<file path="config.mk">
export PLATFORM = sky130hd
export DESIGN_NAME = glyph_pixel
export DESIGN_NICKNAME = d
export VERILOG_FILES = /design/src/vga_pkg.sv /design/src/glyph_pixel.sv
export SDC_FILE = /design/constraint.sdc
export NUM_CORES = 1
export LEC_CHECK = 0
export BUFFER_PORTS_ARGS = -buffer_cell sky130_fd_sc_hd__buf_2
export CORE_AREA = 2 2 39 41
export DETAILED_ROUTE_END_ITERATION = 8
export DIE_AREA = 0 0 41 43
export PLACE_DENSITY = 0.8
export SLEW_MARGIN = 20
export SYNTH_ARGS = -nofsm -noshare
export SYNTH_HDL_FRONTEND = slang
export SYNTH_SLANG_ARGS = --single-unit
</file>
<file path="constraint.sdc">
create_clock -name vga_clk -period 2.7 [get_ports vga_clk]
set_clock_uncertainty 0.15 [all_clocks]
set_input_delay 0.54 -clock vga_clk [delete_from_list [all_inputs] [get_ports vga_clk]]
set_output_delay 0.54 -clock vga_clk [all_outputs]
set_load 0.005 [all_outputs]
</file>
<file path="src/vga_pkg.sv">
`default_nettype none

package vga_pkg;

  // ------------------------------------------------------------
  // horizontal timing, 800x600 @ 60 Hz, 40 MHz pixel clock
  // ------------------------------------------------------------
  localparam int h_total    = 1056;  // clocks per line
  localparam int h_sync_len = 128;   // sync pulse
  localparam int h_de_start = 216;   // sync + back porch
  localparam int h_de_end   = 1016;  // + 800 active pixels

  // ------------------------------------------------------------
  // vertical timing, in lines
  // ------------------------------------------------------------
  localparam int v_total    = 628;
  localparam int v_sync_len = 4;
  localparam int v_de_start = 27;    // sync + back porch
  localparam int v_de_end   = 627;   // + 600 active lines

  // ------------------------------------------------------------
  // glyph geometry and placement
  // ------------------------------------------------------------
  localparam int glyph_w             = 56;
  localparam int glyph_h             = 75;
  localparam int glyph_bytes_per_row = 7;     // 56 / 8
  localparam int glyph_bytes         = 525;   // 7 * 75
  localparam int rom_depth           = 1050;  // two glyphs back to back
  localparam int rom_lead            = 2;     // addr -> data latency

  localparam int glyph0_x = 500;  // hcnt of leftmost column
  localparam int glyph0_y = 300;  // vcnt of top row
  localparam int glyph1_x = 650;
  localparam int glyph1_y = 300;

  // counter and address widths
  localparam int hcnt_w     = 11;
  localparam int vcnt_w     = 10;
  localparam int rom_addr_w = 11;

  // raster position plus the registered sync / enable flags
  typedef struct packed {
    logic [hcnt_w-1:0] hcnt;  // 1 .. h_total
    logic [vcnt_w-1:0] vcnt;  // 1 .. v_total
    logic              hsync; // active low
    logic              vsync; // active low
    logic              hde;   // horizontal display enable
    logic              vde;   // vertical display enable
  } raster_t;

  // 16-bit pixel, red in the top bits
  typedef struct packed {
    logic [4:0] r;
    logic [5:0] g;
    logic [4:0] b;
  } rgb565_t;

endpackage

`default_nettype wire

</file>
<file path="src/glyph_pixel.sv">
`timescale 1ns/1ps
`default_nettype none

module glyph_pixel (
  input  logic             vga_clk,
  input  logic             reset_n,
  input  vga_pkg::raster_t raster,
  input  logic             glyph_on,
  input  logic [7:0]       rom_data,
  output vga_pkg::rgb565_t rgb
);
  import vga_pkg::*;

  logic [2:0] bit_idx;  // 7 = leftmost pixel of the byte
  logic       active;   // inside the 800x600 area

  assign active = raster.hde & raster.vde;

  // ------------------------------------------------------------
  // bit select walks 7 -> 0 in step with the ROM bytes
  // ------------------------------------------------------------
  always_ff @(posedge vga_clk) begin
    if (!reset_n) begin
      bit_idx <= 3'd7;
    end else if (!raster.vsync) begin
      bit_idx <= 3'd7;
    end else if (glyph_on) begin
      bit_idx <= bit_idx - 3'd1;  // 0 wraps back to 7 for the next byte
    end else begin
      bit_idx <= 3'd7;  // ready for the first column
    end
  end

  // ------------------------------------------------------------
  // colour mux
  // ------------------------------------------------------------
  always_comb begin
    rgb.r = glyph_on ? {5{rom_data[bit_idx]}} : 5'd0;  // mono glyph in red
    rgb.g = active ? 6'd3 : 6'd0;                      // dark background
    rgb.b = active ? 5'd3 : 5'd0;
  end

  // glyph windows lie wholly inside the visible area
  a_glyph_visible : assert property (@(posedge vga_clk) disable iff (!reset_n)
    glyph_on |-> active);

endmodule

`default_nettype wire

</file>
; Yosys cells after proc, flatten, opt, wreduce, memory -nomap -nowiden
; Index checks and enable logic that the tools add are counted.
[word_totals]
word_cells = 10
regBits = 3
[classes]
magnitude_cmp = 1
bitwise = 1
muxes = 5
add_sub_neg = 1
n_reduce_logical = 1
[op_table]
columns = op, n
row1 = two-way mux 5 bit, 1
row2 = "< comparator 3 x 4 -> 1 bit, second input constant", 1
row3 = two-way mux 2 bit, 2
row4 = binary-select mux 1 bit (select 3 bit), 1
row5 = AND reduction 3 bit, 1
row6 = "subtractor 3 x 1 -> 3 bit, second input constant", 1
row7 = AND 1 bit, 1
row8 = two-way mux 1 bit, 1

; Logic depth before layout (Yosys ltp)
[logic_depth]
depth_word = 3
ltp_mapped = 4

; Least setup slack after synthesis
; Ideal clock, no wire load.
[synth_path]
path_kind = input -> output
start = input port rom_data[3]
end = output port rgb[12] in the netlist's numbering
path_stages = 4
t_arrival_ns = 1.448
path_slack_ns = 0.562
required_time_ns = 2.010
n_path_buf = 1
path_cell_list = mux4_1 -> nor2_1 -> a311oi_1 -> buf_4
[synth_rtl]
columns = item, line_no
row1 = start: declaration, glyph_pixel.sv:9  ; input logic [7:0] rom_data,
row2 = end: declaration, glyph_pixel.sv:10  ; output vga_pkg::rgb565_t rgb

==> qor.yml <==
largestRegisters: "bit_idx: 3 flops"
max-clock-path-buffers: 2
cts-root-buf: "clkbuf_4"
finalPower_mw: 0.1514
fmax_mhz: 448.6
power.leakage_nw: 0.2302
cp_data_arrival_time_ns: 1.54
synth-xor-area-share: 0.02954
ctsHoldBuffers: 0
cts_tree: "done"
synth_area_um2: 296.5
htreeDepth: 1
diodes: 0
nNetsFinal: 89
synth_seq_area_share: 0.2025
synth-seq-cells: 3
cp-start-kind: "flop"
slowest_delay_ns: 0.57
instances_no_fill: 67
path_cells: "mux4_1, nor2_1, a311oi_1, buf_2"
pre_cts_ws_ns: 0.5451
cp.required_ns: 2.01
via_count: 244
io_pins: 52
coreArea_um2: 1384
end_kind: "output port"
start_util: 0.2143
layout_common_cells: "buf_2, conb_1, nand2_1, dfxtp_1, clkbuf_4"
setup.worst_path.end: "rgb[14]"
worst_path_max_delay_cell: "mux4_1"
drv_slew: 0
reg2regPathDepth: 4
synthAdderAreaFrac: 0.04219
placed_cell_area_um2: 336.6
outcome: "finished, final reports clean"
setup_ws_ns: 0.4707
finalSetupViolations: 0
tns_ns: 0
rrSetupSlack_ns: 1.57
cts_resized: 0
dr.pass1.iters: 2
post-route-drc-count: 0
largest_reg_flops: 3
yosysUniqueCellTypes: 15
path_buf_inv: 1
num_rows: 14
ir_drop_mv: 0.07440
synthMuxAreaShare: 0.1603
grt_usage: 0.07035
largest_register: "bit_idx"
dp.cells: 63
p_per_area_nw_per_um2: 417.2
period_needed_ns: 2.229
critical_path_depth: 4
syn_inst: 34
synth_compound_area_frac: 0.05485
hold_class: "reg -> reg"
portBuffers: 22
hpwl_um: 428.2
nFillCells: 158
cts_sinks: 3
globalplace.congestion: 0.5199
finish.instance_area_um2: 362.8
grt_first_pass_wirelength_um: 759
rsz0062_at_grt: "no"
dieArea_um2: 1763
clk_latency_ns: 0.23
path_max_fanout: 5
wl_per_cell_um: 7.507
yosys_warnings: 0
drtIter0Drc: 3
syn_to_final_growth_pct: 22.36
critPathKind: "reg -> out"
final_util: 0.2622
numCtsBuffers: 3
hold_violations: 0
rr_endpoint: "bit_idx[2]"
clkTransAtPathRegs_ns: 0.04
post_drt_via_cell_ratio: 3.642
layout_commonest_cell: "buf_2"
avgSynthCellArea_um2: 8.722
timing.rr.start: "bit_idx[0]"
synthSimpleGateAreaFrac: 0.09283
antenna_found_initial: 0
overflow: 0
period_share: 0.8257
first_global_vias: 188
fp.dieH_um: 43
fin_hold_ws_ns: 0.2885
crit_start: "bit_idx[0]"
post-cts-setup-buffers: 0
dieWidth_um: 41
crit_family: "multiplexers"
synth_top_family_by_area: "buffers and inverters"
cap_violations: 0
drive_above_1_share: 0.5098
grt_max_degree: 6
antenna_left: 0
wl_um: 503
==> worst min path at each step <==
stage,cells past startpoint,startpoint,slack [ns],end
finish,1,bit_idx[0],0.29,bit_idx[0]
global route,1,bit_idx[0],0.33,bit_idx[0]
CTS,1,bit_idx[0],0.30,bit_idx[0]
detailed placement,1,bit_idx[0],0.29,bit_idx[0]
global placement,1,bit_idx[0],0.28,bit_idx[0]
floorplan,1,bit_idx[0],0.25,bit_idx[0]
==> worst register-to-register path: stages (launching register included) <==
cell	delay, ns
dfxtp_1	0.39
inv_1	0.06
ha_1	0.20
xnor2_1	0.14
nand2_1	0.07
==> layout make-up <==
cell class                      instances  area [um2]  area share
Timing Repair Buffer                   22       110.1      0.3034
Inverter                                2       7.507     0.02069
Tap cell                               16       20.02     0.05517
Sequential cell                         3       60.06      0.1655
Multi-Input combinational cell         20       138.9      0.3828
Clock buffer                            4       26.28     0.07241
==> synthesized netlist by cell type <==
cell	n	share of area
a311oi_1	1	0.030
and2_1	1	0.021
and3_1	1	0.021
buf_4	15	0.38
conb_1	1	0.013
dfxtp_1	3	0.20
ha_1	1	0.042
inv_1	2	0.025
mux2_2	1	0.038
mux2i_1	1	0.034
mux4_1	1	0.089
nand2_1	3	0.038
nor2_1	1	0.013
o31ai_1	1	0.025
xnor2_1	1	0.030
==> where the power goes <==
group	switching, mW	internal (mW)
Combinational	0.0114	0.0159
Clock	0.0225	0.0553
Sequential	0.000893	0.0454
==> metal layers <==
metal,share of wire,routed length [um],global-route usage
met5,0,0,0
met4,0.014,7,0.06000
met3,0.14,72,0.06283
met2,0.53,267,0.1000
met1,0.31,155,0.05484
==> cell families after synthesis <==
family / after synthesis
AND/OR/NAND/NOR: 6
multiplexers: 3
XOR/XNOR: 1
other: 1
buffers and inverters: 17
adder cells (fa/ha/maj): 1
AO/OA/AOI/OAI: 2
flip-flops: 3
Note: power is estimated with default switching activity, not from simulation.
