File: config.mk
export PLATFORM = sky130hd
export DESIGN_NAME = vga_timing
export DESIGN_NICKNAME = d
export VERILOG_FILES = /design/src/vga_pkg.sv /design/src/vga_timing.sv
export SDC_FILE = /design/constraint.sdc
export NUM_CORES = 1
export LEC_CHECK = 0
export ABC_AREA = 1
export BUFFER_PORTS_ARGS = -buffer_cell sky130_fd_sc_hd__buf_2
export CORE_ASPECT_RATIO = 0.9
export CORE_MARGIN = 5
export CORE_UTILIZATION = 30
export DETAILED_ROUTE_END_ITERATION = 16
export GPL_TIMING_DRIVEN = 0
export HOLD_SLACK_MARGIN = 0.15
export PLACE_DENSITY = 0.57
export REMOVE_ABC_BUFFERS = 1
export SYNTH_ARGS = -nofsm -noshare
export SYNTH_HDL_FRONTEND = slang
export SYNTH_SLANG_ARGS = --single-unit
File: constraint.sdc
create_clock -name vga_clk -period 1.36 [get_ports vga_clk]
set_input_delay 0 -clock vga_clk [delete_from_list [all_inputs] [get_ports vga_clk]]
set_output_delay 0 -clock vga_clk [all_outputs]
set_load 0.02 [all_outputs]
File: src/vga_pkg.sv
`default_nettype none

package vga_pkg;

  // ------------------------------------------------------------
  // horizontal timing, 800x600 @ 60 Hz, 40 MHz pixel clock
  // ------------------------------------------------------------
  localparam int h_total    = 1056;  // clocks per line
  localparam int h_sync_len = 128;   // sync pulse
  localparam int h_de_start = 216;   // sync + back porch
  localparam int h_de_end   = 1016;  // + 800 active pixels

  // ------------------------------------------------------------
  // vertical timing, in lines
  // ------------------------------------------------------------
  localparam int v_total    = 628;
  localparam int v_sync_len = 4;
  localparam int v_de_start = 27;    // sync + back porch
  localparam int v_de_end   = 627;   // + 600 active lines

  // ------------------------------------------------------------
  // glyph geometry and placement
  // ------------------------------------------------------------
  localparam int glyph_w             = 56;
  localparam int glyph_h             = 75;
  localparam int glyph_bytes_per_row = 7;     // 56 / 8
  localparam int glyph_bytes         = 525;   // 7 * 75
  localparam int rom_depth           = 1050;  // two glyphs back to back
  localparam int rom_lead            = 2;     // addr -> data latency

  localparam int glyph0_x = 500;  // hcnt of leftmost column
  localparam int glyph0_y = 300;  // vcnt of top row
  localparam int glyph1_x = 650;
  localparam int glyph1_y = 300;

  // counter and address widths
  localparam int hcnt_w     = 11;
  localparam int vcnt_w     = 10;
  localparam int rom_addr_w = 11;

  // raster position plus the registered sync / enable flags
  typedef struct packed {
    logic [hcnt_w-1:0] hcnt;  // 1 .. h_total
    logic [vcnt_w-1:0] vcnt;  // 1 .. v_total
    logic              hsync; // active low
    logic              vsync; // active low
    logic              hde;   // horizontal display enable
    logic              vde;   // vertical display enable
  } raster_t;

  // 16-bit pixel, red in the top bits
  typedef struct packed {
    logic [4:0] r;
    logic [5:0] g;
    logic [4:0] b;
  } rgb565_t;

endpackage

`default_nettype wire

File: src/vga_timing.sv
`timescale 1ns/1ps
`default_nettype none

module vga_timing (
  input  logic             vga_clk,
  input  logic             reset_n,
  output vga_pkg::raster_t raster
);
  import vga_pkg::*;

  logic [hcnt_w-1:0] hcnt;
  logic [vcnt_w-1:0] vcnt;
  logic              hsync;
  logic              vsync;
  logic              hde;
  logic              vde;

  // ------------------------------------------------------------
  // line and frame counters start at 1
  // ------------------------------------------------------------
  always_ff @(posedge vga_clk) begin
    if (!reset_n) begin
      hcnt <= hcnt_w'(1);
    end else if (hcnt == hcnt_w'(h_total)) begin
      hcnt <= hcnt_w'(1);  // end of line
    end else begin
      hcnt <= hcnt + hcnt_w'(1);
    end
  end

  always_ff @(posedge vga_clk) begin
    if (!reset_n) begin
      vcnt <= vcnt_w'(1);
    end else if (hcnt == hcnt_w'(h_total)) begin  // step once per line
      if (vcnt == vcnt_w'(v_total))
        vcnt <= vcnt_w'(1);
      else
        vcnt <= vcnt + vcnt_w'(1);
    end
  end

  // ------------------------------------------------------------
  // sync and enable flops set and cleared on counter values
  // ------------------------------------------------------------
  always_ff @(posedge vga_clk) begin
    if (!reset_n) begin
      hsync <= 1'b1;
      hde   <= 1'b0;
    end else begin
      if (hcnt == hcnt_w'(1))
        hsync <= 1'b0;                          // low from H = 2
      else if (hcnt == hcnt_w'(h_sync_len))
        hsync <= 1'b1;                          // high again at H = 129
      if (hcnt == hcnt_w'(h_de_start))
        hde <= 1'b1;                            // first active pixel H = 217
      else if (hcnt == hcnt_w'(h_de_end))
        hde <= 1'b0;
    end
  end

  always_ff @(posedge vga_clk) begin
    if (!reset_n) begin
      vsync <= 1'b1;
      vde   <= 1'b0;
    end else begin
      if (vcnt == vcnt_w'(1))
        vsync <= 1'b0;  // one clock after vcnt hits 1
      else if (vcnt == vcnt_w'(v_sync_len))
        vsync <= 1'b1;
      if (vcnt == vcnt_w'(v_de_start))
        vde <= 1'b1;
      else if (vcnt == vcnt_w'(v_de_end))
        vde <= 1'b0;
    end
  end

  assign raster = '{hcnt: hcnt, vcnt: vcnt, hsync: hsync, vsync: vsync,
                    hde: hde, vde: vde};

  // line counter never runs past the end of the line
  a_hcnt_max : assert property (@(posedge vga_clk) disable iff (!reset_n)
    hcnt <= hcnt_w'(h_total));

endmodule

`default_nettype wire

## Yosys cells after proc, flatten, opt, wreduce, memory -nomap -nowiden

Index checks and enable logic that the tools add are counted.
W data, S select, Z words.

- Add/subtract/negate cells: 2
- Reductions and logical operators: 5
- Eq/ne operators: 10
- Bitwise logic cells: 1
- Muxes and demuxes: 9

Operators by type and width:

| operator | count |
|---|---|
| $eq A11 B8 Y1 const B | 2 |
| $eq A10 B10 Y1 const B | 2 |
| $add A11 B1 Y11 const B | 1 |
| $eq A11 B1 Y1 const B | 1 |
| $eq A11 B10 Y1 const B | 1 |
| $eq A11 B11 Y1 const B | 1 |
| $add A10 B1 Y10 const B | 1 |
| $eq A10 B1 Y1 const B | 1 |
| $eq A10 B3 Y1 const B | 1 |
| $eq A10 B5 Y1 const B | 1 |
| $mux W10 | 1 |
| $mux W1 | 8 |
| $reduce_bool A2 Y1 | 4 |
| $reduce_or A2 Y1 | 1 |
| $not A1 Y1 | 1 |

- Input bits: 2
- Output and inout bits: 25
- Register bits: 25
- Word-level logic and storage cells: 33

## Logic depth before layout (Yosys ltp)

Gate-level depths: netlist of the first run.

- Depth in word-level cells: 3
- Mapped depth: 10
- Depth with buffers taken out: 9

## Worst setup path before layout of the first run

Ideal clock, no wire load.

- Path type: reg2reg
- From: register hcnt[0]
- To: register hcnt[9]
- Data arrival time: 1.410 ns
- Library setup time: 0.064 ns
- Clock period less this slack: 1.473 ns
- Buffers on the path: 1
- Data required time: 1.296 ns
- Cell stages (with the launch flop): 11
- Path slack: -0.113 ns
- Cells stage by stage: dfxtp_1 -> inv_1 -> ha_1 -> nand2_1 -> inv_2 -> nand2_4 -> nand2_4 -> buf_12 -> inv_4 -> nand2_1 -> nor2_1

- Longest elaborated chain between the ends: 2
- Elaborated cells on any way between the ends: 3
- Classes of those cells: add/sub (1); eq/ne (1); reduce/logical (1)

RTL lines:

| item | line | text |
|---|---|---|
| from (decl) | vga_timing.sv:11 | `logic [hcnt_w-1:0] hcnt;` |
| from (signal assigned) | vga_timing.sv:23 | `hcnt <= hcnt_w'(1);` |
| from (signal assigned) | vga_timing.sv:25 | `hcnt <= hcnt_w'(1);` |
| from (signal assigned) | vga_timing.sv:27 | `hcnt <= hcnt + hcnt_w'(1);` |
| parallel branches: the longest is 2 deep, another holds $add A11 B1 Y11 | -- |  |

Parallel ways; which one is timed is not known.
A chain may end at the register's enable or synchronous reset.

## Worst setup path in the final report of the first run

- From: register hcnt[9]
- To: register hcnt[9]

The elaborated chain is that of the path after synthesis.

==> results.cfg, run 1 <==
[placement]
placed_area_sq_um = 1680
gp_congestion = 0.846
dp_hpwl_microns = 2760
io_buffers = 26

[die]
die_w_microns = 84.9
row_count = 24
core_sq_um = 4860
die_h_microns = 77.4
num_io_pins = 27
initial_core_util_pct = 31.1
dieArea_sq_um = 6570

[finish]
nets = 283
antenna_cells = 0
drive_gt1_share_pct = 31.8
fillers = 541
areaGrowthSynthToFinish_pct = 32.0
fin_area_sq_um = 2000

[clocking]
cts_tree = yes
cts_buffers = 3
cts_buffer_depth = 2
clkTransAtPathRegs_ns = 0.10
clock_latency_ns = 0.27
htree_num_levels = 1
clock_sinks = 25
cts-root-buf = clkbuf_8

[setup_path]
end_kind = flip-flop
arrival_ns = 1.49
r2r-end = hcnt[9]$_SDFF_PP0_
crit_required_ns = 1.53
path_max_fanout = 6
r2r_cells = 8
setup.worst_path.class = reg -> reg
reg2reg_from = hcnt[9]$_SDFF_PP0_
r2r_setup_slack_ns = 0.04
startpoint_type = flip-flop

[sta]
whs_ns = 0.469
min_period_ns = 1.32
clock_skew_ns = 0.00718
worst_pin_slew_ns = 0.392
drv_slew = 0
maxSlewHeadroom_pct = 73.7
setup_viol_count_final = 0
rsz0062_at_grt = true
hold_viol = 0
period_share_pct = 97.0
max_freq_mhz = 758

[hold_path]
worstHoldPathType = reg -> reg
min_to = vsync$_SDFFE_PN1P_
hold_start = vsync$_SDFFE_PN1P_
hold_path_depth = 2

[logic_synthesis]
yosysWarnings = 0
synth_cells = 236
syn_area_sq_um = 1520
avgSynthCellArea_sq_um = 6.42
ys_seq_elements = 25
synth.distinct_cells = 24
ys_seq_area_share_pct = 33.0

[drt]
wire_per_inst_microns = 10.9
drt-met1-wl_microns = 1810
dr_total_vias = 1512
dr.pass1.iters = 4
wl_microns = 3680
ant_nets = 0
dr_wl_met3_microns = 142
wl_met2_microns = 1670
via_per_inst = 4.46
dr.first_iter.drc_count = 170
drcViolationCount = 0
highest_layer = met4

[global_route]
grt_max_degree = 15
grt-ovfl-total = 0
antenna_found_initial = 0
grt_usage_pct = 11.4
grt_pass1_vias = 1401
grt_pass1_wl_microns = 6310

[pwr]
power_frac_comb_pct = 13.0
power_density_nw_per_um2 = 694
p_clk_share_pct = 32.5
total_leakage_power_nw = 0.928
netSwitchingFraction_pct = 26.8
power_w = 0.00139
p_int_w = 0.00102
seq_power_share_pct = 54.5
ir_worst_vdd_mv = 0.335
switchingPower_w = 0.000372

[run]
cap_viol_max_count = 0

[outcome]
outcome = complete, no violations
power groups by stage:
stage,clock [W],combinational (W),sequential [W]
after floorplan,0,0.0000666,0.000799
after global placement,0,0.000122,0.000782
after detailed placement,0,0.000123,0.000782
after CTS,0.000473,0.000156,0.000764
after global routing,0.000520,0.000199,0.000760
final,0.000452,0.000181,0.000756
cell usage after synthesis (all sizes together):
cell type	count	area [sq um]
inv	39	149
nand4	9	56.3
o21ai	6	33.8
nand3b	1	7.51
or2	1	6.26
buf	5	50.1
ha	6	75.1
nand2	66	270
dfxtp	25	500
nor2	42	168
nor3	5	25.0
nor3b	1	7.51
nand3	19	100
xor2	3	26.3
a21oi	8	40.0
cells by family after synthesis:
| logic type | Yosys count | share of synthesized area (%) |
|---|---|---|
| AND/OR/NAND/NOR | 144 | 42.3 |
| buffers and inverters | 44 | 13.1 |
| flip-flops | 25 | 33.0 |
| AO/OA/AOI/OAI | 14 | 4.87 |
| adder cells (fa/ha/maj) | 6 | 4.95 |
| XOR/XNOR | 3 | 1.73 |
cells in the final DEF, fill, tap and decap left out, drive strengths merged, types with 5 or more instances in the layout:
cell type,n
a21oi,8
buf,38
dfxtp,25
ha,6
inv,39
nand2,66
nand3,19
nand4,9
nor2,42
nor3,5
o21ai,6
repair_timing:
action,4_1_cts,5_1_grt
endpoints found under the setup margin,21,21
pin swaps,2,12
hold buffers,1,0
resized for setup,17,40
setup buffers,5,7
hold endpoints to repair,7,0
cloned,0,0
routing by layer:
layer / vias up / track usage [%]
met5: - / 0
met4: 0 / 3.96
met3: 4 / 2.01
met2: 29 / 17.4
met1: 669 / 16.0
li1: 810 / -
worst max-delay path, stage by stage, from the launching register on:
cell and delay [ns]:
dfxtp_4 0.38, nor2_4 0.15, nand2_4 0.08, nor2_4 0.22
nand2_8 0.10, nand2_8 0.11, inv_4 0.07, nand2_1 0.07
nor2_1 0.04
area by class of cell:
type	instances	area [sq um]	share of cell area (%)
Multi-Input combinational cell	167	938	46.9
Sequential cell	25	529	26.5
Tap cell	65	81.3	4.07
Timing Repair Buffer	39	246	12.3
Inverter	39	159	7.94
Clock inverter	1	5.00	0.250
Clock buffer	3	41.3	2.06
stage by stage:
step	setup TNS [ns]	utilization, %	cells	worst slack, ns
4_1_cts	0	37.7	332	0.00186
3_5_place_dp	-2.82	34.5	322	-0.298
2_1_floorplan	-0.747	-	231	-0.108
5_1_grt	-0.293	41.1	339	-0.0498
3_3_place_gp	-2.49	34.5	322	-0.285
6_report	0	41.1	339	0.0411
state kept, by name (all words and copies together), names as in the netlist:
name / flops
vde: 1
hcnt: 11
hsync: 1
vsync: 1
hde: 1
vcnt: 10
worst max path at each step:
stage | startpoint | end
global placement | hcnt[0]$_SDFF_PP1_ | vcnt[6]$_SDFFE_PN0N_
finish | hcnt[9]$_SDFF_PP0_ | hcnt[9]$_SDFF_PP0_
CTS | hcnt[0]$_SDFF_PP1_ | vcnt[4]$_SDFFE_PN0N_
detailed placement | hcnt[0]$_SDFF_PP1_ | vcnt[4]$_SDFFE_PN0N_
floorplan | hcnt[0]$_SDFF_PP1_ | vcnt[3]$_SDFFE_PN0N_
global route | vcnt[3]$_SDFFE_PN0N_ | vcnt[8]$_SDFFE_PN0N_
(Power assumes the default switching activity.)
==> run 2: changes to the inputs <==
--- a/config.mk
+++ b/config.mk
@@ -9,11 +9,11 @@
 export BUFFER_PORTS_ARGS = -buffer_cell sky130_fd_sc_hd__buf_2
 export CORE_ASPECT_RATIO = 0.9
 export CORE_MARGIN = 5
-export CORE_UTILIZATION = 30
+export CORE_UTILIZATION = 48
 export DETAILED_ROUTE_END_ITERATION = 16
 export GPL_TIMING_DRIVEN = 0
 export HOLD_SLACK_MARGIN = 0.15
-export PLACE_DENSITY = 0.57
+export PLACE_DENSITY = 0.8
 export REMOVE_ABC_BUFFERS = 1
 export SYNTH_ARGS = -nofsm -noshare
 export SYNTH_HDL_FRONTEND = slang
==> run 2 against run 1 <==
Net effect: hold slack improved by 0.0029 ns; power down 8.8%; register-to-register slack better by 0.02 ns; sequential power up 0.8%; critical path type unchanged; largest power group unchanged; highest routed layer unchanged.
==> results.cfg, run 2 (synthesis gave the netlist of run 1 again) <==
[global_route]
grt_usage_pct = 15.8
grt_pass1_wl_microns = 5790
grt_max_degree = 15
grt-ovfl-total = 0
grt_pass1_vias = 1338
antenna_found_initial = 0

[setup_path]
path_max_fanout = 5
arrival_ns = 1.53
worstPathCellList = inv_1 > ha_1 > nand2_1 > nor2_2 > nand3_2 > nand2_2 > nand2_4 > inv_2 > nor2_1
crit_family = simple AND/OR/NAND/NOR gates
path_buf_inv = 2
crit_required_ns = 1.59
crit_slowest_cell = dfxtp_4
setup.worst_path.class = reg -> reg
reg2reg_from = vcnt[1]$_SDFFE_PN0N_
end_kind = flip-flop
r2r_cells = 9
r2r-end = vcnt[4]$_SDFFE_PN0N_
r2r_setup_slack_ns = 0.06
cp.depth = 9
startpoint_type = flip-flop
cpPeakStageDelay_ns = 0.38

[sta]
min_period_ns = 1.30
hold_viol = 0
rsz0062_at_grt = true
clock_skew_ns = 0.00736
worst_pin_slew_ns = 0.391
period_share_pct = 95.9
setup_viol_count_final = 0
maxSlewHeadroom_pct = 73.8
max_freq_mhz = 767
drv_slew = 0
whs_ns = 0.472
setup-tns-final_ns = 0

[drt]
wl_microns = 3470
dr.pass1.iters = 4
dr.first_iter.drc_count = 96
wire_per_inst_microns = 11.1
via_per_inst = 4.83
dr_total_vias = 1517
ant_nets = 0
drcViolationCount = 0

[pwr]
power_w = 0.00127
power_density_nw_per_um2 = 673
total_leakage_power_nw = 0.908
ir_worst_vdd_mv = 0.704

[clocking]
cts-root-buf = clkbuf_4
cts_buffer_depth = 2
clkTransAtPathRegs_ns = 0.13
clock_sinks = 25
cts_buffers = 3
cts_tree = yes
clock_latency_ns = 0.32
htree_num_levels = 1

[hold_path]
worstHoldPathType = reg -> reg
hold_start = hde$_SDFFE_PN0P_
min_to = hde$_SDFFE_PN0P_
hold_path_depth = 2

[die]
core_sq_um = 3040
initial_core_util_pct = 49.8
die_h_microns = 63.3
die_w_microns = 69.2
dieArea_sq_um = 4380
row_count = 19
num_io_pins = 27

[finish]
layout_common_cells = 57 x nand2_1, 32 x inv_1, 32 x nor2_1
nets = 281
top_register = hcnt
largest_reg_flops = 11
drive_gt1_share_pct = 30.5
fin_util_pct = 61.9
areaGrowthSynthToFinish_pct = 24.3
fillers = 280
antenna_cells = 0
final_common_cell = nand2_1
reg.largest.list = hcnt x11, vcnt x10

[placement]
io_buffers = 26
dp_hpwl_microns = 2540
gp_congestion = 0.874

[run]
cap_viol_max_count = 0

[outcome]
outcome = complete, no violations
run 2: cell types whose count changed in the layout (fill, tap and decap cells not counted), sizes merged:
cell	before	now
buf	38	36
run 2: worst register-to-register path, cell delays in order, from the launching register on:
cell	delay, ns
dfxtp_4	0.38
inv_1	0.08
ha_1	0.14
nand2_1	0.07
nor2_2	0.12
nand3_2	0.11
nand2_2	0.12
nand2_4	0.08
inv_2	0.07
nor2_1	0.04
run 2: how the worst max path moves through the flow:
stage | start | end | slack, ns
floorplan | hcnt[0]$_SDFF_PP1_ | vcnt[3]$_SDFFE_PN0N_ | -0.11
global placement | hcnt[0]$_SDFF_PP1_ | vcnt[6]$_SDFFE_PN0N_ | -0.23
global route | hcnt[3]$_SDFF_PP0_ | vcnt[7]$_SDFFE_PN0N_ | -0.02
detailed placement | hcnt[0]$_SDFF_PP1_ | vcnt[3]$_SDFFE_PN0N_ | -0.25
CTS | hcnt[0]$_SDFF_PP1_ | vcnt[7]$_SDFFE_PN0N_ | 0.001
finish | vcnt[1]$_SDFFE_PN0N_ | vcnt[4]$_SDFFE_PN0N_ | 0.06
run 2: power by group:
group / switching, W / internal, W
Combinational: 0.000106 / 0.0000747
Clock: 0.000214 / 0.000110
Sequential: 0.0000172 / 0.000745
run 2: cell type report:
class / instances / area [sq um] / share of cell area, %
clock buffers: 3 / 22.5 / 1.20
repair buffers: 37 / 219 / 11.6
clock inverters: 1 / 5.00 / 0.266
multi-input cells: 167 / 911 / 48.4
inverters: 39 / 151 / 8.04
well taps: 42 / 52.6 / 2.79
flip-flops and latches: 25 / 522 / 27.7
run 2: per-stage QoR:
step                std cells  worst slack [ns]  area [sq um]
floorplan                 231            -0.108          1470
global placement          299            -0.228          1650
detailed placement        299            -0.253          1650
CTS                       306           0.00147          1740
global route              314           -0.0172          1880
finish                    314            0.0563          1880
run 2: routing by layer:
metal / GRT usage (%) / vias up / routed length [microns]
met5: 0 / - / 0
met4: 3.41 / 0 / 28
met3: 4.61 / 5 / 195
met2: 25.4 / 38 / 1620
met1: 21.0 / 664 / 1630
li1: - / 810 / -
run 2: timing repair:
action                                  CTS  global route
pin swaps                                 2             5
gates resized for setup                  13            33
hold buffers                              1             0
hold endpoints to repair                 19             0
buffers inserted                          2             8
endpoints found under the setup margin   20            15
