### src/vga_pkg.sv
`default_nettype none

package vga_pkg;

  // ------------------------------------------------------------
  // horizontal timing, 800x600 @ 60 Hz, 40 MHz pixel clock
  // ------------------------------------------------------------
  localparam int h_total    = 1056;  // clocks per line
  localparam int h_sync_len = 128;   // sync pulse
  localparam int h_de_start = 216;   // sync + back porch
  localparam int h_de_end   = 1016;  // + 800 active pixels

  // ------------------------------------------------------------
  // vertical timing, in lines
  // ------------------------------------------------------------
  localparam int v_total    = 628;
  localparam int v_sync_len = 4;
  localparam int v_de_start = 27;    // sync + back porch
  localparam int v_de_end   = 627;   // + 600 active lines

  // ------------------------------------------------------------
  // glyph geometry and placement
  // ------------------------------------------------------------
  localparam int glyph_w             = 56;
  localparam int glyph_h             = 75;
  localparam int glyph_bytes_per_row = 7;     // 56 / 8
  localparam int glyph_bytes         = 525;   // 7 * 75
  localparam int rom_depth           = 1050;  // two glyphs back to back
  localparam int rom_lead            = 2;     // addr -> data latency

  localparam int glyph0_x = 500;  // hcnt of leftmost column
  localparam int glyph0_y = 300;  // vcnt of top row
  localparam int glyph1_x = 650;
  localparam int glyph1_y = 300;

  // counter and address widths
  localparam int hcnt_w     = 11;
  localparam int vcnt_w     = 10;
  localparam int rom_addr_w = 11;

  // raster position plus the registered sync / enable flags
  typedef struct packed {
    logic [hcnt_w-1:0] hcnt;  // 1 .. h_total
    logic [vcnt_w-1:0] vcnt;  // 1 .. v_total
    logic              hsync; // active low
    logic              vsync; // active low
    logic              hde;   // horizontal display enable
    logic              vde;   // vertical display enable
  } raster_t;

  // 16-bit pixel, red in the top bits
  typedef struct packed {
    logic [4:0] r;
    logic [5:0] g;
    logic [4:0] b;
  } rgb565_t;

endpackage

`default_nettype wire

### src/glyph_fetch.sv
`timescale 1ns/1ps
`default_nettype none

module glyph_fetch (
  input  logic                           vga_clk,
  input  logic                           reset_n,
  input  vga_pkg::raster_t               raster,
  output logic [vga_pkg::rom_addr_w-1:0] rom_addr,
  output logic                           glyph_on
);
  import vga_pkg::*;

  logic [1:0]                 win;    // pixel window, per glyph
  logic [1:0]                 pre;    // early window, rom_lead clocks sooner
  logic [1:0]                 rows;   // vcnt inside the glyph rows
  logic [1:0][2:0]            phase;  // pixel within the current byte
  logic [1:0][rom_addr_w-1:0] addr;   // running byte address

  // ------------------------------------------------------------
  // one slice per glyph, only placement and base differ
  // ------------------------------------------------------------
  for (genvar g = 0; g < 2; g++) begin : gen_glyph
    logic [hcnt_w-1:0]     x_lo;  // leftmost column
    logic [vcnt_w-1:0]     y_lo;  // top row
    logic [rom_addr_w-1:0] base;  // first byte in ROM

    assign x_lo = (g == 0) ? hcnt_w'(glyph0_x) : hcnt_w'(glyph1_x);
    assign y_lo = (g == 0) ? vcnt_w'(glyph0_y) : vcnt_w'(glyph1_y);
    assign base = rom_addr_w'(g * glyph_bytes);

    assign win[g] = (raster.hcnt >= x_lo) &&
                    (raster.hcnt <= x_lo + (glyph_w - 1));
    // same width, shifted left by the ROM latency
    assign pre[g] = (raster.hcnt + rom_lead >= x_lo) &&
                    (raster.hcnt + rom_lead <= x_lo + (glyph_w - 1));
    assign rows[g] = (raster.vcnt >= y_lo) &&
                     (raster.vcnt <= y_lo + (glyph_h - 1));

    always_ff @(posedge vga_clk) begin
      if (!reset_n) begin
        phase[g] <= 3'd0;
        addr[g]  <= base;
      end else if (!raster.vsync) begin
        // new frame, rewind to the glyph's first byte
        phase[g] <= 3'd0;
        addr[g]  <= base;
      end else if (pre[g] && rows[g]) begin
        phase[g] <= phase[g] + 3'd1;  // wraps 7 -> 0
        if (phase[g] == 3'd7)
          addr[g] <= addr[g] + rom_addr_w'(1);  // next 8 pixels
      end else begin
        phase[g] <= 3'd0;  // realign for the next row
      end
    end
  end

  // ------------------------------------------------------------
  // single ROM port and window flag
  // ------------------------------------------------------------
  // glyph 1 only when it is really fetching, else glyph 0 sits on the port
  assign rom_addr = (pre[1] && rows[1]) ? addr[1] : addr[0];
  assign glyph_on = |(win & rows);

  // windows must not overlap or the shared port would be fought over
  a_pre_excl : assert property (@(posedge vga_clk) disable iff (!reset_n)
    !(pre[0] && pre[1]));

endmodule

`default_nettype wire

### config.mk
export PLATFORM = sky130hd
export DESIGN_NAME = glyph_fetch
export DESIGN_NICKNAME = d
export VERILOG_FILES = /design/src/vga_pkg.sv /design/src/glyph_fetch.sv
export SDC_FILE = /design/constraint.sdc
export NUM_CORES = 1
export LEC_CHECK = 0
export ABC_CLOCK_PERIOD_IN_PS = 6600
export BUFFER_PORTS_ARGS = -buffer_cell sky130_fd_sc_hd__buf_2
export CAP_MARGIN = 5
export CORE_ASPECT_RATIO = 1.75
export CORE_MARGIN = 4
export CORE_UTILIZATION = 50
export DETAILED_ROUTE_END_ITERATION = 16
export HOLD_SLACK_MARGIN = 0.12
export PLACE_DENSITY = 0.75
export SYNTH_ARGS = -nofsm -noshare
export SYNTH_HDL_FRONTEND = slang
export SYNTH_SLANG_ARGS = --single-unit
### constraint.sdc
create_clock -name vga_clk -period 6.6 [get_ports vga_clk]
set_input_delay 1.32 -clock vga_clk [delete_from_list [all_inputs] [get_ports vga_clk]]
set_output_delay 1.32 -clock vga_clk [all_outputs]
set_load 0.03 [all_outputs]
### Word-level counts from Yosys, hierarchy flattened

Cells that the tools add are included.

* flip-flop bits (word level): 28
* input port bits: 27
* output and inout bits: 12
* logic and storage cells: 36

* $add $sub $neg: 5
* magnitude comparators: 10
* eq/ne operators: 2
* multiplexer cells: 1
* bitwise gates (word level): 1
* reductions and logical operators: 13

Operators by type and width (number)
* $ge A32 B10 Y1 const B: 1
* $ge A32 B9 Y1 const B: 1
* $le A32 B10 Y1 const B: 1
* $add A11 B1 Y11 const B: 2
* $le A11 B10 Y1 const B: 2
* $add A11 B2 Y12 const B: 1
* $le A12 B10 Y1 const B: 1
* $ge A11 B10 Y1 const B: 1
* $ge A11 B9 Y1 const B: 1
* $mux W11: 1
* $ge A10 B9 Y1 const B: 1
* $le A10 B9 Y1 const B: 1
* $logic_and A1 B1 Y1: 7
* $add A3 B1 Y3 const B: 2
* $eq A3 B3 Y1 const B: 2
* $reduce_and A2 Y1: 3
* $reduce_and A3 Y1: 2
* $and A2 B2 Y2: 1
* $reduce_or A2 Y1: 1

### Longest topological paths before layout

Gate-level depths: netlist (run 1).

* depth after elaboration: 5
* gate-level depth with buffers: 11
* gate-level depth less buffers: 9

### Worst setup path before layout (run 1)

No wires, ideal clock.

* kind: input port to output port
* start point: in raster[15] (netlist bit)
* end point: out rom_addr[6] (netlist bit)
* data arrival time: 3.684 ns
* data required time: 5.280 ns
* setup slack: 1.596 ns
* cell stages on the path: 10
* buffers on the path: 3
* cell sequence: ha_1 -> buf_2 -> xnor2_1 -> a41oi_1 -> or3_4 -> mux2i_4 -> nand3_1 -> buf_2 -> buf_4 -> o21ai_0

* longest elaborated chain between the ends: 5
* elaborated cells between the ends (all ways): 6
* those cells by class: add/sub: 1; order compare: 2; mux: 1; reduce/logical: 2

RTL lines
* from (decl): line glyph_fetch.sv:7 `input vga_pkg::raster_t raster,`
* $add A11 B2 Y12 *: line glyph_fetch.sv:34, glyph_fetch.sv:35
* $ge A32 B10 Y1 or $le A12 B10 Y1 (tied branches): line glyph_fetch.sv:34, glyph_fetch.sv:35
* $logic_and A1 B1 Y1 *: line glyph_fetch.sv:34 `assign pre[g] = (raster.hcnt + rom_lead >= x_lo) &&`
* $logic_and A1 B1 Y1 *: line glyph_fetch.sv:61 `assign rom_addr = (pre[1] && rows[1]) ? addr[1] : addr[0];`
* $mux W11 *: line glyph_fetch.sv:61
* to (decl): line glyph_fetch.sv:8 `output logic [vga_pkg::rom_addr_w-1:0] rom_addr,`

Mark *: on every way between the ends. The rest lies on a longest branch, timed or not.

### Worst setup path in the final report (run 1)

* start point: in raster[15] (netlist bit)
* end point: out rom_addr[1] (netlist bit)

Same word-level chain as after synthesis.

==> results of run 1 <==
metrics by stage:
step	area, um2	cells
6_report	2290	323
5_1_grt	2290	323
4_1_cts	2290	323
3_5_place_dp	2240	319
3_3_place_gp	2240	319
2_1_floorplan	2080	249
registers in the layout, indices dropped and copies added (netlist names):
register and count:
addr 22, phase 6
critical path, delay by kind of cell:
kind | cells | cell delay [ns]
compound gates | 2 | 0.35
buf+inv | 2 | 0.34
mux | 1 | 0.49
simple gates | 3 | 1.26
fa+ha+maj | 1 | 0.37
cell usage after synthesis (3+ instances only):
| cell type | instances | share of area, % |
|---|---|---|
| nand2_1 | 19 | 3.4 |
| buf_2 | 4 | 0.96 |
| nand4_1 | 12 | 3.6 |
| inv_1 | 11 | 2.0 |
| and2_1 | 4 | 1.2 |
| or4_1 | 5 | 1.8 |
| or3_1 | 7 | 2.1 |
| o21ai_0 | 12 | 2.9 |
| nor3_1 | 6 | 1.4 |
| o211ai_1 | 3 | 1.1 |
| a21oi_1 | 14 | 3.4 |
| o31a_1 | 3 | 1.3 |
| xor2_1 | 4 | 1.7 |
| nand3_1 | 9 | 2.2 |
| a31oi_1 | 3 | 0.90 |
| and3_1 | 6 | 1.8 |
| nor4_1 | 3 | 0.90 |
| clkbuf_1 | 5 | 0.90 |
| dfxtp_1 | 28 | 27 |
| nor2_1 | 9 | 1.6 |
| ha_1 | 10 | 6.0 |
| o31ai_1 | 6 | 2.2 |
| o21a_1 | 4 | 1.4 |
| a211oi_1 | 4 | 1.4 |
| nand3b_1 | 4 | 1.4 |
| mux2_2 | 9 | 4.9 |
| xnor2_1 | 3 | 1.3 |
cell type report:
| cell class | count | area [um2] | area share (%) |
|---|---|---|---|
| inverter | 11 | 41.3 | 1.80 |
| tap | 48 | 60.1 | 2.62 |
| clock buffer | 4 | 55.1 | 2.40 |
| sequential | 28 | 561 | 24.5 |
| timing repair buffer | 35 | 175 | 7.65 |
| multi-input combinational | 197 | 1400 | 61.1 |
power groups by stage:
stage	Combinational (W)	Sequential (W)	Clock, W
floorplan	0.0000323	0.000173	0
global placement	0.0000449	0.000173	0
detailed placement	0.0000459	0.000173	0
CTS	0.0000460	0.000169	0.000109
global route	0.0000520	0.000169	0.000114
finish	0.0000459	0.000169	0.000106
metal layers:
metal | global-route usage [%] | vias up | wire [um]
li1 | - | 997 | -
met5 | 0 | - | 0
met1 | 20.5 | 884 | 1860
met3 | 2.49 | 11 | 132
met2 | 35.2 | 31 | 2500
met4 | 11.1 | 0 | 152
kinds of logic (layout without fill, tap and decap cells):
family	count (synthesis)	after routing
flops	28	28
mux	13	13
buf+inv	24	50
fa+ha+maj	10	10
simple gates	100	100
xor+xnor	7	7
compound gates	67	67
path summary, 6_finish.rpt:
check	from	to	slack, ns	depth (start not counted)
max	raster[15]	rom_addr[1]	1.15	9
min	phase[3]	phase[3]	0.44	1
max reg2reg	phase[3]	addr[21]	4.83	7
min reg2reg	phase[3]	phase[3]	0.44	1
==> results.md, run 1 <==
* WHS at 0.440 ns
* Die area at 0.00529 mm2
* Final total power at 0.000320 W
* Dpl hpwl at 3600 um
* # fillers at 379
* Fmax at 183 MHz
* Layout area overhead at 10.3%
* Peak VDD IR at 0.118 mV
* Post-DR wirelength/cell at 14.4 um
* Switching power at 0.0000793 W
* Clock skew at 0.00123 ns
* Setup ws final at 1.15 ns
* XOR/XNOR Fraction of Synth Area at 2.95%
* CTS Buf Count at 3
* # IOs at 39
* Core footprint at 0.00394 mm2
* Vias in the first global route at 1889
* Share of power burned in registers at 52.7%
* CTS tree: yes
* Final Hold Fails at 0
* Row cnt at 30
* Clock power share at 33.0%
* Hold Crit Class: flop to flop
* Setup TNS Final at 0 ns
* Multiplexer share of the synthesized area at 7.65%
* Most used cell, CP: buf_2
* Part of the Yosys area used for sequential elements at 27.0%
* Via-per-instance ratio at 5.95
* Syn nets at 286
* Leak pwr at 0.915 nW
* GRT Total Usage at 19.3%
* Worst skew pair latency at 0.28 ns
* Drt drc at 0
* Mapped Avg Cell Area at 8.34 um2
* Die Span Y at 93.3 um
* First-pass GRT wire length at 8220 um
* Post-Synth Adder-Cell Area at 6.02%
* Most used DFF post-synth: dfxtp_1
* Clock sinks at 28
* DR pass1 iterations at 4
* Slowest cell delay on critical path at 0.52 ns
* Crit start category: input pin
* Initial antenna violation count at 0
* Cell Area, Synth at 0.00208 mm2
* Die Width at 56.7 um
* Port Buffers at 35
* Initial Utilization at 52.7%
* Logic pwr share at 14.3%
* Switch share at 24.8%
* Synth warnings at 0
* Core Util, Final at 58.1%
* Largest family of logic cells by synthesized area: simple AND/OR/NAND/NOR gates
* Status: completed
* Post-synth EDFFs at 0
* Crit path cell chain: buf_2, ha_1, nand4_1, or3_1, a21oi_1, o21a_2, nand3_1, mux2_2, buf_2
* Ant diodes at 0
* Min Tclk post-route at 5.45 ns
* Total number of vias at 1923
* Resize count post-CTS at 0
* Hold_buf cts at 0
* Fin. max-slew vios at 0
* Post-synth ARST share at 0%
* CP arrival at 4.13 ns
* Most frequent cells in the layout: buf_2, dfxtp_1, nand2_1
* Fin crit share at 82.6%
* Post-CTS Setup Inserts at 0
* Pwr per Cell Area at 140 mW/mm2
* Normalized max-slew margin at 51.7%
* Slowest CP cell: nand3_1
* Setup violations, final at 0
* Root Buffer: clkbuf_8
* Leading cell type in the layout, fill and taps excluded: buf_2
* Post-Route WL at 4650 um
* Pin count of the biggest net entering global routing at 21
* H-tree depth at 1
* Initial drt markers at 55
* RSZ-0062 raised after global routing: no
* Netlist cell types at 60
* Max-cap violations at 0
* Critical setup path kind: input pin to output pin
* Final GP Congestion at 0.851
* Setup WS pre-CTS at 1.14 ns
* Post-synthesis simple-gate area fraction at 28.8%
* Worst-margin pin slew at 0.722 ns
* Clock Path Buffers at 2
* Share of layout cells above drive strength 1 at 21.1%
* Worst-path clk slew at 0.09 ns
* Required @ worst endpoint at 5.28 ns
* Antenna viol nets, final at 0
* Critical-path maximum fanout at 20
* #FFs+latches synth at 28
* Synthesized instance count at 249
* Grt total ovfl at 0
* Pint at 0.000241 W
* Synth Area in Compound Gates at 21.9%
* CP Capture Type: output pin
* Final net count at 313
No activity file was read; power rests on OpenSTA's default activity.
==> inputs of run 2 (changes only) <==
--- a/config.mk
+++ b/config.mk
@@ -5,7 +5,7 @@
 export SDC_FILE = /design/constraint.sdc
 export NUM_CORES = 1
 export LEC_CHECK = 0
-export ABC_CLOCK_PERIOD_IN_PS = 6600
+export ABC_CLOCK_PERIOD_IN_PS = 5300
 export BUFFER_PORTS_ARGS = -buffer_cell sky130_fd_sc_hd__buf_2
 export CAP_MARGIN = 5
 export CORE_ASPECT_RATIO = 1.75
==> constraint.sdc (replaced) <==
create_clock -name vga_clk -period 5.3 [get_ports vga_clk]
set_input_delay 1.06 -clock vga_clk [delete_from_list [all_inputs] [get_ports vga_clk]]
set_output_delay 1.06 -clock vga_clk [all_outputs]
set_load 0.03 [all_outputs]
==> results.md, run 2 (synthesized netlist as in run 1, its figures left out) <==
* Status: completed (unchanged)
* Crit start category: input pin (unchanged)
* Max-cap violations at 0 (unchanged)
* CTS tree: yes (unchanged)
* Hold Crit Class: flop to flop (unchanged)
* Required @ worst endpoint at 4.24 ns (was 5.28 ns)
* Die Width at 56.7 um (unchanged)
* Clock skew at 0.00154 ns (was 0.00123 ns)
* Placement Cell Area at 0.00224 mm2 (about the same)
* Top reg by flops: addr (unchanged)
* Dpl hpwl at 3630 um (was 3600 um)
* Worst skew pair latency at 0.27 ns (was 0.28 ns)
* Layout area overhead at 10.0% (was 10.3%)
* Final Hold Fails at 0 (unchanged)
* Max reg flops at 22 (unchanged)
* Clock sinks at 28 (unchanged)
* GRT Total Usage at 18.8% (was 19.3%)
* Resize count post-CTS at 0 (unchanged)
* Port Buffers at 35 (unchanged)
* Total number of vias at 1959 (was 1923)
* Post-Route WL at 4700 um (was 4650 um)
* Setup WS pre-CTS at 0.542 ns (was 1.14 ns)
* Die area at 0.00529 mm2 (unchanged)
* Normalized max-slew margin at 54.3% (was 51.7%)
* Fin crit share at 90.1%
* FF-to-FF Start: phase[3] (unchanged)
* Antenna viol nets, final at 0 (unchanged)
* Critical-path maximum fanout at 13 (was 20)
* CP bufs+invs at 2 (unchanged)
* DR pass1 iterations at 4 (unchanged)
* Pin count of the biggest net entering global routing at 20 (was 21)
* Crit path cell chain: buf_2, ha_1, nand4_1, or3_1, a21oi_1, o21a_2, nand3_1, mux2_2, buf_2 (unchanged)
* Core footprint at 0.00394 mm2 (unchanged)
* Initial antenna violation count at 0 (unchanged)
* Most frequent cells in the layout: buf_2, dfxtp_1, nand2_1 (unchanged)
* Post-Layout Cell Count at 323 (unchanged)
* Finished Cell Area at 0.00228 mm2 (was 0.00229 mm2)
* Worst-path clk slew at 0.09 ns (about the same)
* Drt drc at 0 (unchanged)
* Initial Utilization at 52.7% (unchanged)
* Clock Path Buffers at 2 (unchanged)
* Grt total ovfl at 0 (unchanged)
* Root Buffer: clkbuf_8 (unchanged)
* Crit path max-delay family: simple AND/OR/NAND/NOR gates (unchanged)
* Initial drt markers at 54 (was 55)
* Peak VDD IR at 0.131 mV (was 0.118 mV)
* Setup ws final at 0.524 ns (was 1.15 ns)
* Leak pwr at 0.911 nW (was 0.915 nW)
* Min Tclk post-route at 4.78 ns
* First-pass GRT wire length at 8110 um (was 8220 um)
* Min-delay src: phase[3] (unchanged)
* Final net count at 314 (was 313)
* Vias in the first global route at 1891 (was 1889)
* Row cnt at 30 (unchanged)
* Worst-margin pin slew at 0.684 ns (was 0.722 ns)
* CTS Buf Count at 3 (unchanged)
* Share of layout cells above drive strength 1 at 21.1% (unchanged)
* CP arrival at 3.72 ns (was 4.13 ns)
* Final GP Congestion at 0.835 (was 0.851)
* Hold_buf cts at 0 (unchanged)
* Die Span Y at 93.3 um (unchanged)
* Critical setup path kind: input pin to output pin (unchanged)
* Ant diodes at 0 (unchanged)
* H-tree depth at 1 (unchanged)
* Slowest CP cell: mux2_2 (was nand3_1)
* Fin. max-slew vios at 0 (unchanged)
* Fmax at 209 MHz
* # IOs at 39 (unchanged)
* Final total power at 0.000381 W (was 0.000320 W)
* CP startpoint: raster[15] (unchanged)
* Top flop regs: addr x22, phase x6 (unchanged)
* Pwr per Cell Area at 167 mW/mm2 (was 140 mW/mm2)
* Post-DR wirelength/cell at 14.6 um (was 14.4 um)
* Setup violations, final at 0 (unchanged)
* DP Cell Count at 320 (was 319)
* Slowest cell delay on critical path at 0.44 ns (was 0.52 ns)
* Post-CTS Setup Inserts at 0 (unchanged)
* CP Capture Type: output pin (unchanged)
* Most used cell, CP: buf_2 (unchanged)
* RSZ-0062 raised after global routing: no (unchanged)
* Leading cell type in the layout, fill and taps excluded: buf_2 (unchanged)
* Setup TNS Final at 0 ns (unchanged)
* Via-per-instance ratio at 6.07 (was 5.95)
-- run 2: changes by cell type in the layout (fill, tap and decap cells not counted) --
cell and change:
clkbuf_8 -1, buf_4 +1
-- run 2: path summary, 6_finish.rpt --
check	slack, ns	depth (start not counted)	to
hold / removal	0.44	1	phase[3]
setup / recovery	0.52	9	rom_addr[1]
setup reg to reg	3.50	6	addr[18]
hold reg to reg	0.44	1	phase[3]
-- run 2: area by class of cell --
| type | instances | area [um2] |
|---|---|---|
| Fill cell | 387 | 1660 |
| Timing Repair Buffer | 36 | 183 |
| Inverter | 11 | 41.3 |
| Sequential cell | 28 | 561 |
| Multi-Input combinational cell | 197 | 1400 |
| Clock buffer | 3 | 41.3 |
| Tap cell | 48 | 60.1 |
-- run 2: per-layer routing --
| layer | part of all wire (%) | vias up | global-route usage (%) |
|---|---|---|---|
| li1 | - | 995 | - |
| met1 | 40 | 914 | 20.1 |
| met2 | 54 | 37 | 34.8 |
| met3 | 2.9 | 13 | 2.07 |
| met4 | 3.5 | 0 | 10.3 |
| met5 | 0 | - | 0 |
-- run 2: report_power, final --
part	leakage (nW)	total [W]	internal, W	switching [W]
sequential	0.226	0.000210	0.000210	0.00000000628
combinational	0.664	0.0000570	0.0000234	0.0000336
clock	0.0216	0.000114	0.0000511	0.0000628
-- run 2: stage by stage --
step           hold slack (ns)  utilization, %
5_1_grt                  0.460            58.0
6_report                 0.441            58.0
2_1_floorplan            0.407               -
3_3_place_gp             0.419            56.9
4_1_cts                  0.446            58.0
3_5_place_dp             0.425            56.9
